`src/logic/kbd_pkg.sv`:
```
/* PS/2 keyboard shared types and constants */

package kbd_pkg;

  // --------------------------------------------------
  // Key event as queued and read over APB
  // --------------------------------------------------

  typedef struct packed {
    logic       ext;   // Code came after an E0 prefix
    logic       rel;   // Code came after an F0 prefix
    logic [7:0] code;  // Raw scan code
  } key_event_t;

  // STATUS register layout, avail in bit 0
  typedef struct packed {
    logic frame_err;   // Sticky, bad stop bit seen
    logic parity_err;  // Sticky, bad parity seen
    logic overflow;    // Sticky, event lost to a full FIFO
    logic avail;       // FIFO holds at least one event
  } status_t;

  // --------------------------------------------------
  // Event FIFO sizing
  // --------------------------------------------------

  localparam int KEY_FIFO_DEPTH = 8;
  localparam int KEY_FIFO_AW    = 3;

  // --------------------------------------------------
  // APB register map
  // --------------------------------------------------

  localparam int APB_AW = 4;

  localparam logic [APB_AW-1:0] REG_STATUS = 4'h0;
  localparam logic [APB_AW-1:0] REG_DATA   = 4'h4;
  localparam logic [APB_AW-1:0] REG_CTRL   = 4'h8;

  // --------------------------------------------------
  // Scan code prefixes
  // --------------------------------------------------

  localparam logic [7:0] PREFIX_EXT = 8'hE0;
  localparam logic [7:0] PREFIX_REL = 8'hF0;

endpackage

```
`src/logic/ps2_sync.sv`:
```
/* PS/2 pin synchronizer and clock edge detect */

module ps2_sync (
  input  logic clk,
  input  logic rst,
  input  logic ps2_clk,
  input  logic ps2_data,
  output logic data_sync,
  output logic fall
);

  // Two-flop chains for both pins
  logic clk_meta;
  logic clk_sync;
  logic clk_prev;
  logic data_meta;

  // Lines idle high, so preset high and no edge fires after reset
  always_ff @(posedge clk) begin
    if (rst) begin
      clk_meta  <= 1'b1;
      clk_sync  <= 1'b1;
      clk_prev  <= 1'b1;
      data_meta <= 1'b1;
      data_sync <= 1'b1;
      fall      <= 1'b0;
    end else begin
      clk_meta  <= ps2_clk;
      clk_sync  <= clk_meta;
      clk_prev  <= clk_sync;
      data_meta <= ps2_data;
      data_sync <= data_meta;
      // Registered high-to-low detect on the synced clock
      fall      <= clk_prev & ~clk_sync;
    end
  end

endmodule

```
`src/logic/ps2_frame_rx.sv`:
```
/* PS/2 eleven-bit frame receiver */

module ps2_frame_rx (
  input  logic       clk,
  input  logic       rst,
  input  logic       data_sync,
  input  logic       fall,
  output logic       byte_valid,
  output logic [7:0] byte_data,
  output logic       parity_err,
  output logic       frame_err
);

  // --------------------------------------------------
  // Frame state
  // --------------------------------------------------

  typedef enum logic [1:0] {
    ST_IDLE,
    ST_DATA,
    ST_PARITY,
    ST_STOP
  } rx_state_t;

  rx_state_t  state;
  logic [2:0] bit_cnt;
  logic [7:0] data_sr;
  logic       par_acc;
  logic       par_ok;

  // Shift register doubles as the byte output
  assign byte_data = data_sr;

  // --------------------------------------------------
  // Sequencing, one step per PS/2 falling edge
  // --------------------------------------------------

  always_ff @(posedge clk) begin
    if (rst) begin
      state      <= ST_IDLE;
      bit_cnt    <= 3'd0;
      par_acc    <= 1'b0;
      par_ok     <= 1'b0;
      byte_valid <= 1'b0;
      parity_err <= 1'b0;
      frame_err  <= 1'b0;
    end else begin
      // Result strobes are single-cycle
      byte_valid <= 1'b0;
      parity_err <= 1'b0;
      frame_err  <= 1'b0;
      if (fall) begin
        case (state)
          ST_IDLE: begin
            // Start bit must be low
            if (!data_sync) begin
              state   <= ST_DATA;
              bit_cnt <= 3'd0;
              par_acc <= 1'b0;
            end
          end
          ST_DATA: begin
            par_acc <= par_acc ^ data_sync;
            bit_cnt <= bit_cnt + 3'd1;
            if (bit_cnt == 3'd7) begin
              state <= ST_PARITY;
            end
          end
          ST_PARITY: begin
            // Odd parity over data plus parity bit
            par_ok <= par_acc ^ data_sync;
            state  <= ST_STOP;
          end
          ST_STOP: begin
            state <= ST_IDLE;
            // Stop bit fault takes priority, one strobe per frame
            if (!data_sync) begin
              frame_err <= 1'b1;
            end else if (!par_ok) begin
              parity_err <= 1'b1;
            end else begin
              byte_valid <= 1'b1;
            end
          end
          default: state <= ST_IDLE;
        endcase
      end
    end
  end

  // Data bits arrive LSB first
  always_ff @(posedge clk) begin
    if (fall && state == ST_DATA) begin
      data_sr <= {data_sync, data_sr[7:1]};
    end
  end

endmodule

```
`src/logic/scan_decoder.sv`:
```
/* Scan code prefix decoder */

module scan_decoder (
  input  logic               clk,
  input  logic               rst,
  input  logic               enable,
  input  logic               byte_valid,
  input  logic [7:0]         byte_data,
  output logic               evt_valid,
  output kbd_pkg::key_event_t evt
);

  import kbd_pkg::*;

  // --------------------------------------------------
  // Pending prefix flags
  // --------------------------------------------------

  logic ext_pend;
  logic rel_pend;
  logic is_ext;
  logic is_rel;

  assign is_ext = (byte_data == PREFIX_EXT);
  assign is_rel = (byte_data == PREFIX_REL);

  always_ff @(posedge clk) begin
    if (rst) begin
      ext_pend  <= 1'b0;
      rel_pend  <= 1'b0;
      evt_valid <= 1'b0;
    end else begin
      evt_valid <= 1'b0;
      if (!enable) begin
        // Disabled, drop bytes and forget any half-seen sequence
        ext_pend <= 1'b0;
        rel_pend <= 1'b0;
      end else if (byte_valid) begin
        if (is_ext) begin
          ext_pend <= 1'b1;
        end else if (is_rel) begin
          rel_pend <= 1'b1;
        end else begin
          // Plain code ends the sequence
          evt_valid <= 1'b1;
          ext_pend  <= 1'b0;
          rel_pend  <= 1'b0;
        end
      end
    end
  end

  // --------------------------------------------------
  // Event payload
  // --------------------------------------------------

  // Latched alongside evt_valid, flags taken before they clear
  always_ff @(posedge clk) begin
    if (enable && byte_valid && !is_ext && !is_rel) begin
      evt.ext  <= ext_pend;
      evt.rel  <= rel_pend;
      evt.code <= byte_data;
    end
  end

endmodule

```
`src/logic/key_fifo.sv`:
```
/* Key event FIFO */

module key_fifo (
  input  logic               clk,
  input  logic               rst,
  input  logic               push,
  input  kbd_pkg::key_event_t din,
  input  logic               pop,
  output kbd_pkg::key_event_t head,
  output logic               empty,
  output logic               overflow
);

  import kbd_pkg::*;

  // --------------------------------------------------
  // Storage and pointers
  // --------------------------------------------------

  key_event_t mem [KEY_FIFO_DEPTH];

  logic [KEY_FIFO_AW-1:0] wptr;
  logic [KEY_FIFO_AW-1:0] rptr;
  logic [KEY_FIFO_AW:0]   count;
  logic                   full;
  logic                   do_push;
  logic                   do_pop;

  assign empty = (count == '0);
  assign full  = (count == (KEY_FIFO_AW + 1)'(KEY_FIFO_DEPTH));

  // A pop frees a slot for a push in the same cycle
  assign do_pop  = pop & ~empty;
  assign do_push = push & (~full | do_pop);

  // Oldest entry
  assign head = mem[rptr];

  always_ff @(posedge clk) begin
    if (rst) begin
      wptr     <= '0;
      rptr     <= '0;
      count    <= '0;
      overflow <= 1'b0;
    end else begin
      // Dropped push
      overflow <= push & ~do_push;
      // Pointers wrap at the power-of-two depth
      if (do_push) begin
        wptr <= wptr + 1'b1;
      end
      if (do_pop) begin
        rptr <= rptr + 1'b1;
      end
      case ({do_push, do_pop})
        2'b10:   count <= count + 1'b1;
        2'b01:   count <= count - 1'b1;
        default: count <= count;
      endcase
    end
  end

  always_ff @(posedge clk) begin
    if (do_push) begin
      mem[wptr] <= din;
    end
  end

endmodule

```
`src/logic/kbd_apb_regs.sv`:
```
/* APB register block for the keyboard */

module kbd_apb_regs (
  input  logic                       clk,
  input  logic                       rst,
  input  logic                       psel,
  input  logic                       penable,
  input  logic                       pwrite,
  input  logic [kbd_pkg::APB_AW-1:0] paddr,
  input  logic [31:0]                pwdata,
  output logic [31:0]                prdata,
  output logic                       pslverr,
  input  logic                       empty,
  input  kbd_pkg::key_event_t        head,
  input  logic                       overflow,
  input  logic                       parity_err,
  input  logic                       frame_err,
  output logic                       pop,
  output logic                       enable
);

  import kbd_pkg::*;

  // --------------------------------------------------
  // Access decode
  // --------------------------------------------------

  logic acc;
  logic rd;
  logic wr;
  logic hit_status;
  logic hit_data;
  logic hit_ctrl;

  // Zero wait states, access phase completes at once
  assign acc = psel & penable;
  assign rd  = acc & ~pwrite;
  assign wr  = acc & pwrite;

  assign hit_status = (paddr == REG_STATUS);
  assign hit_data   = (paddr == REG_DATA);
  assign hit_ctrl   = (paddr == REG_CTRL);

  // Anything off the map, misaligned offsets too
  assign pslverr = acc & ~(hit_status | hit_data | hit_ctrl);

  // Head leaves on a DATA read only if there is one
  assign pop = rd & hit_data & ~empty;

  // --------------------------------------------------
  // Sticky error flags
  // --------------------------------------------------

  logic    ovf_flag;
  logic    par_flag;
  logic    frm_flag;
  status_t status;
  status_t wclr;

  assign wclr = status_t'(pwdata[$bits(status_t)-1:0]);

  always_ff @(posedge clk) begin
    if (rst) begin
      ovf_flag <= 1'b0;
      par_flag <= 1'b0;
      frm_flag <= 1'b0;
    end else begin
      // New event wins over a clear in the same cycle
      if (overflow) begin
        ovf_flag <= 1'b1;
      end else if (wr && hit_status && wclr.overflow) begin
        ovf_flag <= 1'b0;
      end
      if (parity_err) begin
        par_flag <= 1'b1;
      end else if (wr && hit_status && wclr.parity_err) begin
        par_flag <= 1'b0;
      end
      if (frame_err) begin
        frm_flag <= 1'b1;
      end else if (wr && hit_status && wclr.frame_err) begin
        frm_flag <= 1'b0;
      end
    end
  end

  always_comb begin
    status.avail      = ~empty;
    status.overflow   = ovf_flag;
    status.parity_err = par_flag;
    status.frame_err  = frm_flag;
  end

  // --------------------------------------------------
  // CTRL
  // --------------------------------------------------

  always_ff @(posedge clk) begin
    if (rst) begin
      enable <= 1'b0;
    end else if (wr && hit_ctrl) begin
      enable <= pwdata[0];
    end
  end

  // --------------------------------------------------
  // Read mux
  // --------------------------------------------------

  always_comb begin
    prdata = '0;
    if (rd) begin
      if (hit_status) begin
        prdata = 32'(status);
      end else if (hit_data && !empty) begin
        // Valid flag sits just above the event
        prdata = 32'({1'b1, head});
      end else if (hit_ctrl) begin
        prdata = 32'(enable);
      end
    end
  end

endmodule

```
`src/logic/ps2_kbd_top.sv`:
```
/* PS/2 keyboard subsystem top */

module ps2_kbd_top (
  input  logic                       clk,
  input  logic                       rst,
  input  logic                       ps2_clk,
  input  logic                       ps2_data,
  input  logic                       psel,
  input  logic                       penable,
  input  logic                       pwrite,
  input  logic [kbd_pkg::APB_AW-1:0] paddr,
  input  logic [31:0]                pwdata,
  output logic [31:0]                prdata,
  output logic                       pslverr
);

  import kbd_pkg::*;

  // --------------------------------------------------
  // Inter-stage signals
  // --------------------------------------------------

  logic       data_sync;
  logic       fall;
  logic       byte_valid;
  logic [7:0] byte_data;
  logic       parity_err;
  logic       frame_err;
  logic       enable;
  logic       evt_valid;
  key_event_t evt;
  key_event_t head;
  logic       empty;
  logic       overflow;
  logic       pop;

  // Pins to synced data and clock fall strobe
  ps2_sync u_sync (
    .clk       (clk),
    .rst       (rst),
    .ps2_clk   (ps2_clk),
    .ps2_data  (ps2_data),
    .data_sync (data_sync),
    .fall      (fall)
  );

  ps2_frame_rx u_frame_rx (
    .clk        (clk),
    .rst        (rst),
    .data_sync  (data_sync),
    .fall       (fall),
    .byte_valid (byte_valid),
    .byte_data  (byte_data),
    .parity_err (parity_err),
    .frame_err  (frame_err)
  );

  scan_decoder u_decoder (
    .clk        (clk),
    .rst        (rst),
    .enable     (enable),
    .byte_valid (byte_valid),
    .byte_data  (byte_data),
    .evt_valid  (evt_valid),
    .evt        (evt)
  );

  key_fifo u_fifo (
    .clk      (clk),
    .rst      (rst),
    .push     (evt_valid),
    .din      (evt),
    .pop      (pop),
    .head     (head),
    .empty    (empty),
    .overflow (overflow)
  );

  // CPU side
  kbd_apb_regs u_regs (
    .clk        (clk),
    .rst        (rst),
    .psel       (psel),
    .penable    (penable),
    .pwrite     (pwrite),
    .paddr      (paddr),
    .pwdata     (pwdata),
    .prdata     (prdata),
    .pslverr    (pslverr),
    .empty      (empty),
    .head       (head),
    .overflow   (overflow),
    .parity_err (parity_err),
    .frame_err  (frame_err),
    .pop        (pop),
    .enable     (enable)
  );

endmodule

```
`config.mk`:
```
export PLATFORM = sky130hd
export DESIGN_NAME = ps2_kbd_top
export DESIGN_NICKNAME = d
export VERILOG_FILES = /design/src/logic/kbd_pkg.sv /design/src/logic/ps2_sync.sv /design/src/logic/ps2_frame_rx.sv /design/src/logic/scan_decoder.sv /design/src/logic/key_fifo.sv /design/src/logic/kbd_apb_regs.sv /design/src/logic/ps2_kbd_top.sv
export SDC_FILE = /design/constraint.sdc
export NUM_CORES = 1
export LEC_CHECK = 0
export BUFFER_PORTS_ARGS = -buffer_cell sky130_fd_sc_hd__buf_2
export CAP_MARGIN = 10
export CORE_UTILIZATION = 40
export DETAILED_ROUTE_END_ITERATION = 6
export SLEW_MARGIN = 20
export SYNTH_ARGS = -nofsm -noshare
export SYNTH_HDL_FRONTEND = slang
export SYNTH_SLANG_ARGS = --single-unit
```
`constraint.sdc`:
```
create_clock -name clk -period 3.6 [get_ports clk]
set_clock_uncertainty 0.1 [all_clocks]
set_input_delay 0 -clock clk [delete_from_list [all_inputs] [get_ports clk]]
set_output_delay 0 -clock clk [all_outputs]
set_load 0.01 [all_outputs]
```
; ---- After elaboration in Yosys (flattened, before gate mapping)
; Memory sizes are Yosys's and may differ from the RTL's. A register that Yosys moved wholly into a read port is not among the register bits.
; Index checks and enable logic that the tools add are counted.
[op_classes]
addsub = 5
n_eq_ne = 14
mux = 29
n_bitwise = 26
n_reduce_logical = 30
[op_table]
columns = op, n
row1 = $mux 32, 3
row2 = $mux 1, 17
row3 = $eq 8x8->1 const B, 2
row4 = $not 1->1, 12
row5 = $and 1x1->1, 10
row6 = $logic_and 1x1->1, 10
row7 = $reduce_bool 2->1, 5
row8 = $add 3x1->3 const B, 3
row9 = $mux 3, 3
row10 = $eq 4x4->1 const B, 2
row11 = $logic_not 4->1, 2
row12 = $pmux 2 s4, 1
row13 = $pmux 4 s2, 1
row14 = $reduce_or 4->1, 2
row15 = $eq 2x2->1 const B, 3
row16 = $pmux 3 s2, 1
row17 = $reduce_and 2->1, 3
row18 = $reduce_and 3->1, 2
row19 = $add 4x1->4 const B, 1
row20 = $eq 2x1->1 const B, 2
row21 = $eq 4x3->1 const B, 1
row22 = $mux 2, 2
row23 = $ne 2x1->1 const B, 2
row24 = $sub 4x1->4 const B, 1
row25 = other kinds (9), 13
[totals]
reg_bits = 52
ram_bits = 80
in_bits = 43
elab_cells = 133
mem_count = 1
[memory_table]
columns = memory, depth, width, rd, rd_ports_with_merged_regs, write_ports, line
row1 = u_fifo.mem, 8, 10, 1, 1, 1, key_fifo.sv:20  ; key_event_t mem [KEY_FIFO_DEPTH];

; ---- Logic depth before layout (Yosys ltp)
[depth]
depth_word = 9
mapped_depth = 11
mapped_depth_nobuf = 10

; ---- Cells and area by module
; Synthesis repeated with hierarchy kept, for this count alone.
[hier_totals]
cells_unflattened = 366
area_unflattened_um2 = 5657.9
[modules_own_cells]
columns = mod, instances, cells_per_inst, area_per_inst_um2, seq_area_each_um2
row1 = key_fifo, 1, 199, 3773.6, 2682.6
row2 = ps2_frame_rx, 1, 64, 768.2, 440.4
row3 = kbd_apb_regs, 1, 68, 529.3, 80.1
row4 = scan_decoder, 1, 23, 427.9, 360.3
row5 = ps2_sync, 1, 12, 158.9, 120.1

; ---- Least setup slack after synthesis
; OpenSTA, ideal clock, no wires.
[synth_timing]
kind = register -> register
start = register u_fifo.count[1]
end = register u_fifo.count[2]
arrival_time_ns = 2.391
t_required_ns = 3.429
path_slack_ns = 1.038
stages_incl_launch_ff = 12
n_path_buf = 1
synth_period_minus_slack_ns = 2.562
cell_sequence = dfxtp_1 > buf_6 > or4b_4 > a21oi_4 > or2b_1 > ha_1 > xor2_1 > ha_1 > a21oi_1 > xor2_1 > or3_1 > a21oi_1
[synth_via]
elab_chain_cells = 8
word_cells_on_any_way = 14
cone_classes = 2 x add/sub / 3 x eq/ne / 1 x mux / 6 x bitwise / 2 x reduce/logical
[synth_rtl]
columns = element, line
row1 = from (decl), key_fifo.sv:24  ; logic [KEY_FIFO_AW:0] count;
row2 = from (signal assigned), key_fifo.sv:56  ; 2'b10: count <= count + 1'b1;
row3 = from (signal assigned), key_fifo.sv:57  ; 2'b01: count <= count - 1'b1;
row4 = from (signal assigned), key_fifo.sv:58  ; default: count <= count;
row5 = $logic_not 4->1, key_fifo.sv:29  ; assign empty = (count == '0);
row6 = $not 1->1, "key_fifo.sv:33, kbd_apb_regs.sv:48"
row7 = $and 1x1->1, kbd_apb_regs.sv:48  ; assign pop = rd & hit_data & ~empty;
row8 = $and 1x1->1, key_fifo.sv:33  ; assign do_pop = pop & ~empty;
row9 = $or 1x1->1, key_fifo.sv:34  ; assign do_push = push & (~full | do_pop);
row10 = $and 1x1->1, key_fifo.sv:34
row11 = $eq 2x1->1 or $eq 2x2->1 (tied branches), key_fifo.sv:55  ; case ({do_push, do_pop})
row12 = $pmux 4 s2 or $reduce_bool 2->1 (tied branches), n/a
; Several ways; a longest one is shown, not always the timed one.
; A chain may end at the register's enable or synchronous reset.

; ---- Worst setup path in the final report
[layout_timing]
start = register u_fifo.count[0]
end = register u_fifo.count[2]
[layout_via]
elab_chain_cells = 8
word_cells_on_any_way = 14
cone_classes = 2 x add/sub / 3 x eq/ne / 1 x mux / 6 x bitwise / 2 x reduce/logical
[layout_rtl]
columns = element, line
row1 = $logic_not 4->1 (*), key_fifo.sv:29
row2 = $not 1->1 (*), "key_fifo.sv:33, kbd_apb_regs.sv:48"
row3 = $and 1x1->1, kbd_apb_regs.sv:48
row4 = $and 1x1->1 (*), key_fifo.sv:33
row5 = net u_fifo.do_pop, key_fifo.sv:27  ; logic do_pop;
row6 = $or 1x1->1, key_fifo.sv:34
row7 = $and 1x1->1, key_fifo.sv:34
row8 = $eq 2x1->1 or $eq 2x2->1 (tied branches), key_fifo.sv:55
row9 = $pmux 4 s2 or $reduce_bool 2->1 (tied branches), n/a
; The timed path passes the listed nets; every way through them passes the cells marked *.

==> results by group <==
Worst setup path
  – Reg-to-Reg Start: u_fifo.count[0]
  – Cell count of the worst reg-to-reg path: 10
  – Setup slack, reg-to-reg: slightly above 600 ps
  – Critical Path Start Type: register
  – Req. time, crit path: 3830 ps
  – Capturing point of the worst reg2reg path: u_fifo.count[2]
  – Critical path class: register to register
  – Crit-path max FO: 14
  – Crit path arrival time: 3230 ps
  – Setup crit end kind: register

Detailed routing
  – Wirelength per Cell: roughly 16 um
  – Vias: 2975
  – Routed vias/inst: 4.96
  – DR iter-0 viols: between 200 and 250
  – ANT nets after route: 0
  – Residual DRC count: 0
  – TritonRoute pass-1 iters: 4
  – DRT Wirelength: 9640 um

STA
  – Tcrit/Tclk final: 83.2%
  – Tightest hold margin: 18.3 ps
  – Rel. slew slack: 39.0%
  – Fmax: around 330 MHz
  – Final min period: 3000 ps
  – Fin Setup TNS: 0 ps
  – Slew Viols, Final: 0
  – RSZ-0062 raised after global routing: false
  – Worst Max-Slew Pin Slew: 913 ps
  – Endpoints failing setup: 0
  – Final hold vios: 0

Layout
  – Most common cell after layout, fill and taps aside: edfxtp_1
  – Inserted Diodes: 0
  – Syn-to-layout area delta: 17.8%
  – Fin nets: about 470
  – Fin util: between 40 and 50%
  – Post-route insts no fill: 600
  – Layout cell share with drive strength beyond 1: 23.8%
  – Most frequent cells in the layout: 98 x edfxtp_1, 37 x dfxtp_1, 35 x nor2_1
  – Design area: 6460 um2

Placement
  – Detailed Place HPWL: 6120 um
  – Dpl cells: around 560
  – Gpl congestion: 0.749
  – DP Area: between 5000 and 6000 um2
  – Port Buffers: 26

Synthesis
  – Register area share after synthesis: 67.2%
  – Mapped Cells: 359
  – Ys async rst share: 0%
  – Area of the mapped netlist: 5480 um2
  – Syn avg cell area: 15.3 um2
  – Synth warn: 0
  – Main synth FF type: edfxtp_1
  – Distinct cells, synth: 51
  – Number of flops mapped to enable cells by yosys: 98
  – #FFs+latches synth: approximately 140

Floorplanning
  – Total die area: 14200 um2
  – Die Wd: 119 um
  – Floorplan row count: 42
  – Die H: about 120 um
  – I/O Pins: 76
  – Core ar.: 13300 um2
  – Starting Density: 41.2%

Clock network
  – Gates resized, CTS repair: 0
  – CTS Buf Count: 17
  – Clock slew at the register clock pins of the worst setup and hold paths: 60 ps
  – H-tree Lvls: 4
  – Root Driver: clkbuf_16
  – CTS tree: done
  – CTS Sinks: about 140
  – Post-CTS setup buffers: 0
  – Maximum buffer depth of the clock tree: 2
  – Clock latency on the worst-skew pair: 400 ps

Global route
  – GRT Total Usage: between 10% and 20%
  – Grt total ovfl: 0
  – First-pass GRT wire length: 15600 um
  – Vias in the first global route: roughly 3k
  – Largest net degree at the start of global routing: 35
  – Initial antenna violation count: 0

Worst hold path
  – Hold Path Stages: 3
  – HP Start: paddr[2]
  – Hold Path Sink: u_regs.ovf_flag
  – Worst hold path type: input pin to register

Power and ir drop
  – Internal: between 0.002 and 0.003 W
  – Net Sw Frac: 19.5%
  – Power Density: 521 nW/um2
  – P_sw: between 0.0006 and 0.0007 W
  – Clock Power Share: 49.7%
  – Combinational Power Share: under 10%
  – VDD IR max: between 0.3 and 0.4 mV
  – Leak: ~2.2 nW
  – Flop pwr share: 49.0%

Flow run
  – Max-capacitance violation count: 0

Outcome
  – Outcome: completed
-- Yosys cell counts, types with 3 or more instances --
library cell	number	area, um2
edfxtp_1	98	2940
dfxtp_1	37	741
nor2_1	35	131
buf_4	22	165
mux4_2	20	450
mux2i_1	14	140
nand2_1	13	48.8
inv_1	12	45.0
a21oi_1	11	55.1
ha_1	11	138
o21ai_0	9	45.0
buf_2	5	25.0
clkbuf_1	5	18.8
or2_2	5	31.3
xor2_1	5	43.8
a311oi_1	4	35.0
nand4b_1	4	35.0
nor3_1	4	20.0
nand2b_1	3	18.8
nor4b_1	3	26.3
-- layout make-up --
type / count / area, um2
Clock buffer: 24 / 536
Clock inverter: 8 / 60.1
Fill cell: 1154 / 6840
Inverter: 13 / 48.8
Multi-Input combinational cell: 198 / 1610
Sequential cell: 135 / 3680
Tap cell: 176 / 220
Timing Repair Buffer: 46 / 305
-- critical path, cell delays in order (launching register included) --
cell,delay (ps)
dfxtp_1,360
nor4_1,560
nand3b_2,460
inv_2,110
ha_1,280
xor2_1,170
ha_1,210
a21oi_1,140
xor2_1,90
or3_1,310
a21oi_1,130
-- state kept, by name (all words and copies together), names as in the netlist, 2 cells and up, named ones only --
register and cells:
u_frame_rx.state 2, u_fifo.wptr 3, u_fifo.count 4, u_fifo.mem 80, u_frame_rx.byte_data 8, u_fifo.rptr 3, u_decoder.evt 10, u_frame_rx.bit_cnt 3
-- layer usage --
layer	share of wire, %	vias to the layer above	wire [um]	track usage (%)
met5	0	-	0	0
met4	0.81	0	78	4.03
met3	3.9	7	372	5.17
met2	49	45	4730	24.6
met1	46	1508	4460	18.9
li1	-	1415	-	-
-- power by group through the flow --
stage	registers (W)	clock network, W	logic (W)
2_1_floorplan	0.00168	0	0.0000404
3_3_place_gp	0.00168	0	0.0000359
3_5_place_dp	0.00168	0	0.0000367
4_1_cts	0.00165	0.00171	0.0000434
5_1_grt	0.00165	0.00179	0.0000484
6_report	0.00165	0.00167	0.0000438
-- timing repair --
item,in CTS,in global routing
endpoints found under the setup margin,0,0
hold endpoints to repair,14,0
hold buffers,10,0
-- worst max-delay path by stage --
stage                                from              end  cells after the start
after floorplan           u_fifo.count[1]  u_fifo.count[2]                     11
after global placement    u_fifo.count[0]  u_fifo.count[2]                     10
after detailed placement  u_fifo.count[0]  u_fifo.count[2]                     10
after CTS                 u_fifo.count[0]  u_fifo.count[2]                     10
after global routing      u_fifo.count[0]  u_fifo.count[2]                     10
final                     u_fifo.count[0]  u_fifo.count[2]                     10
-- cell families (layout without fill, tap and decap cells) --
group / Yosys count / in the layout / synth area share [%]
DFF: 135 / 135 / 67.2
and+or+nand+nor: 89 / 89 / 9.13
buffers and inverters: 46 / 91 / 4.91
AOI/OAI and AO/OA: 37 / 37 / 4.49
muxes: 34 / 34 / 10.8
adders and majority gates: 11 / 11 / 2.51
xor gates and xnor gates: 6 / 6 / 0.958
other: 1 / 21 / 0.0684
-- stage by stage --
stage                     power (W)  setup WS, ps
after detailed placement    0.00172           641
after floorplan             0.00172          1040
after global placement      0.00172           677
after global routing        0.00349           397
after CTS                   0.00341           614
final                       0.00337           604
(Power assumes the default switching activity.)
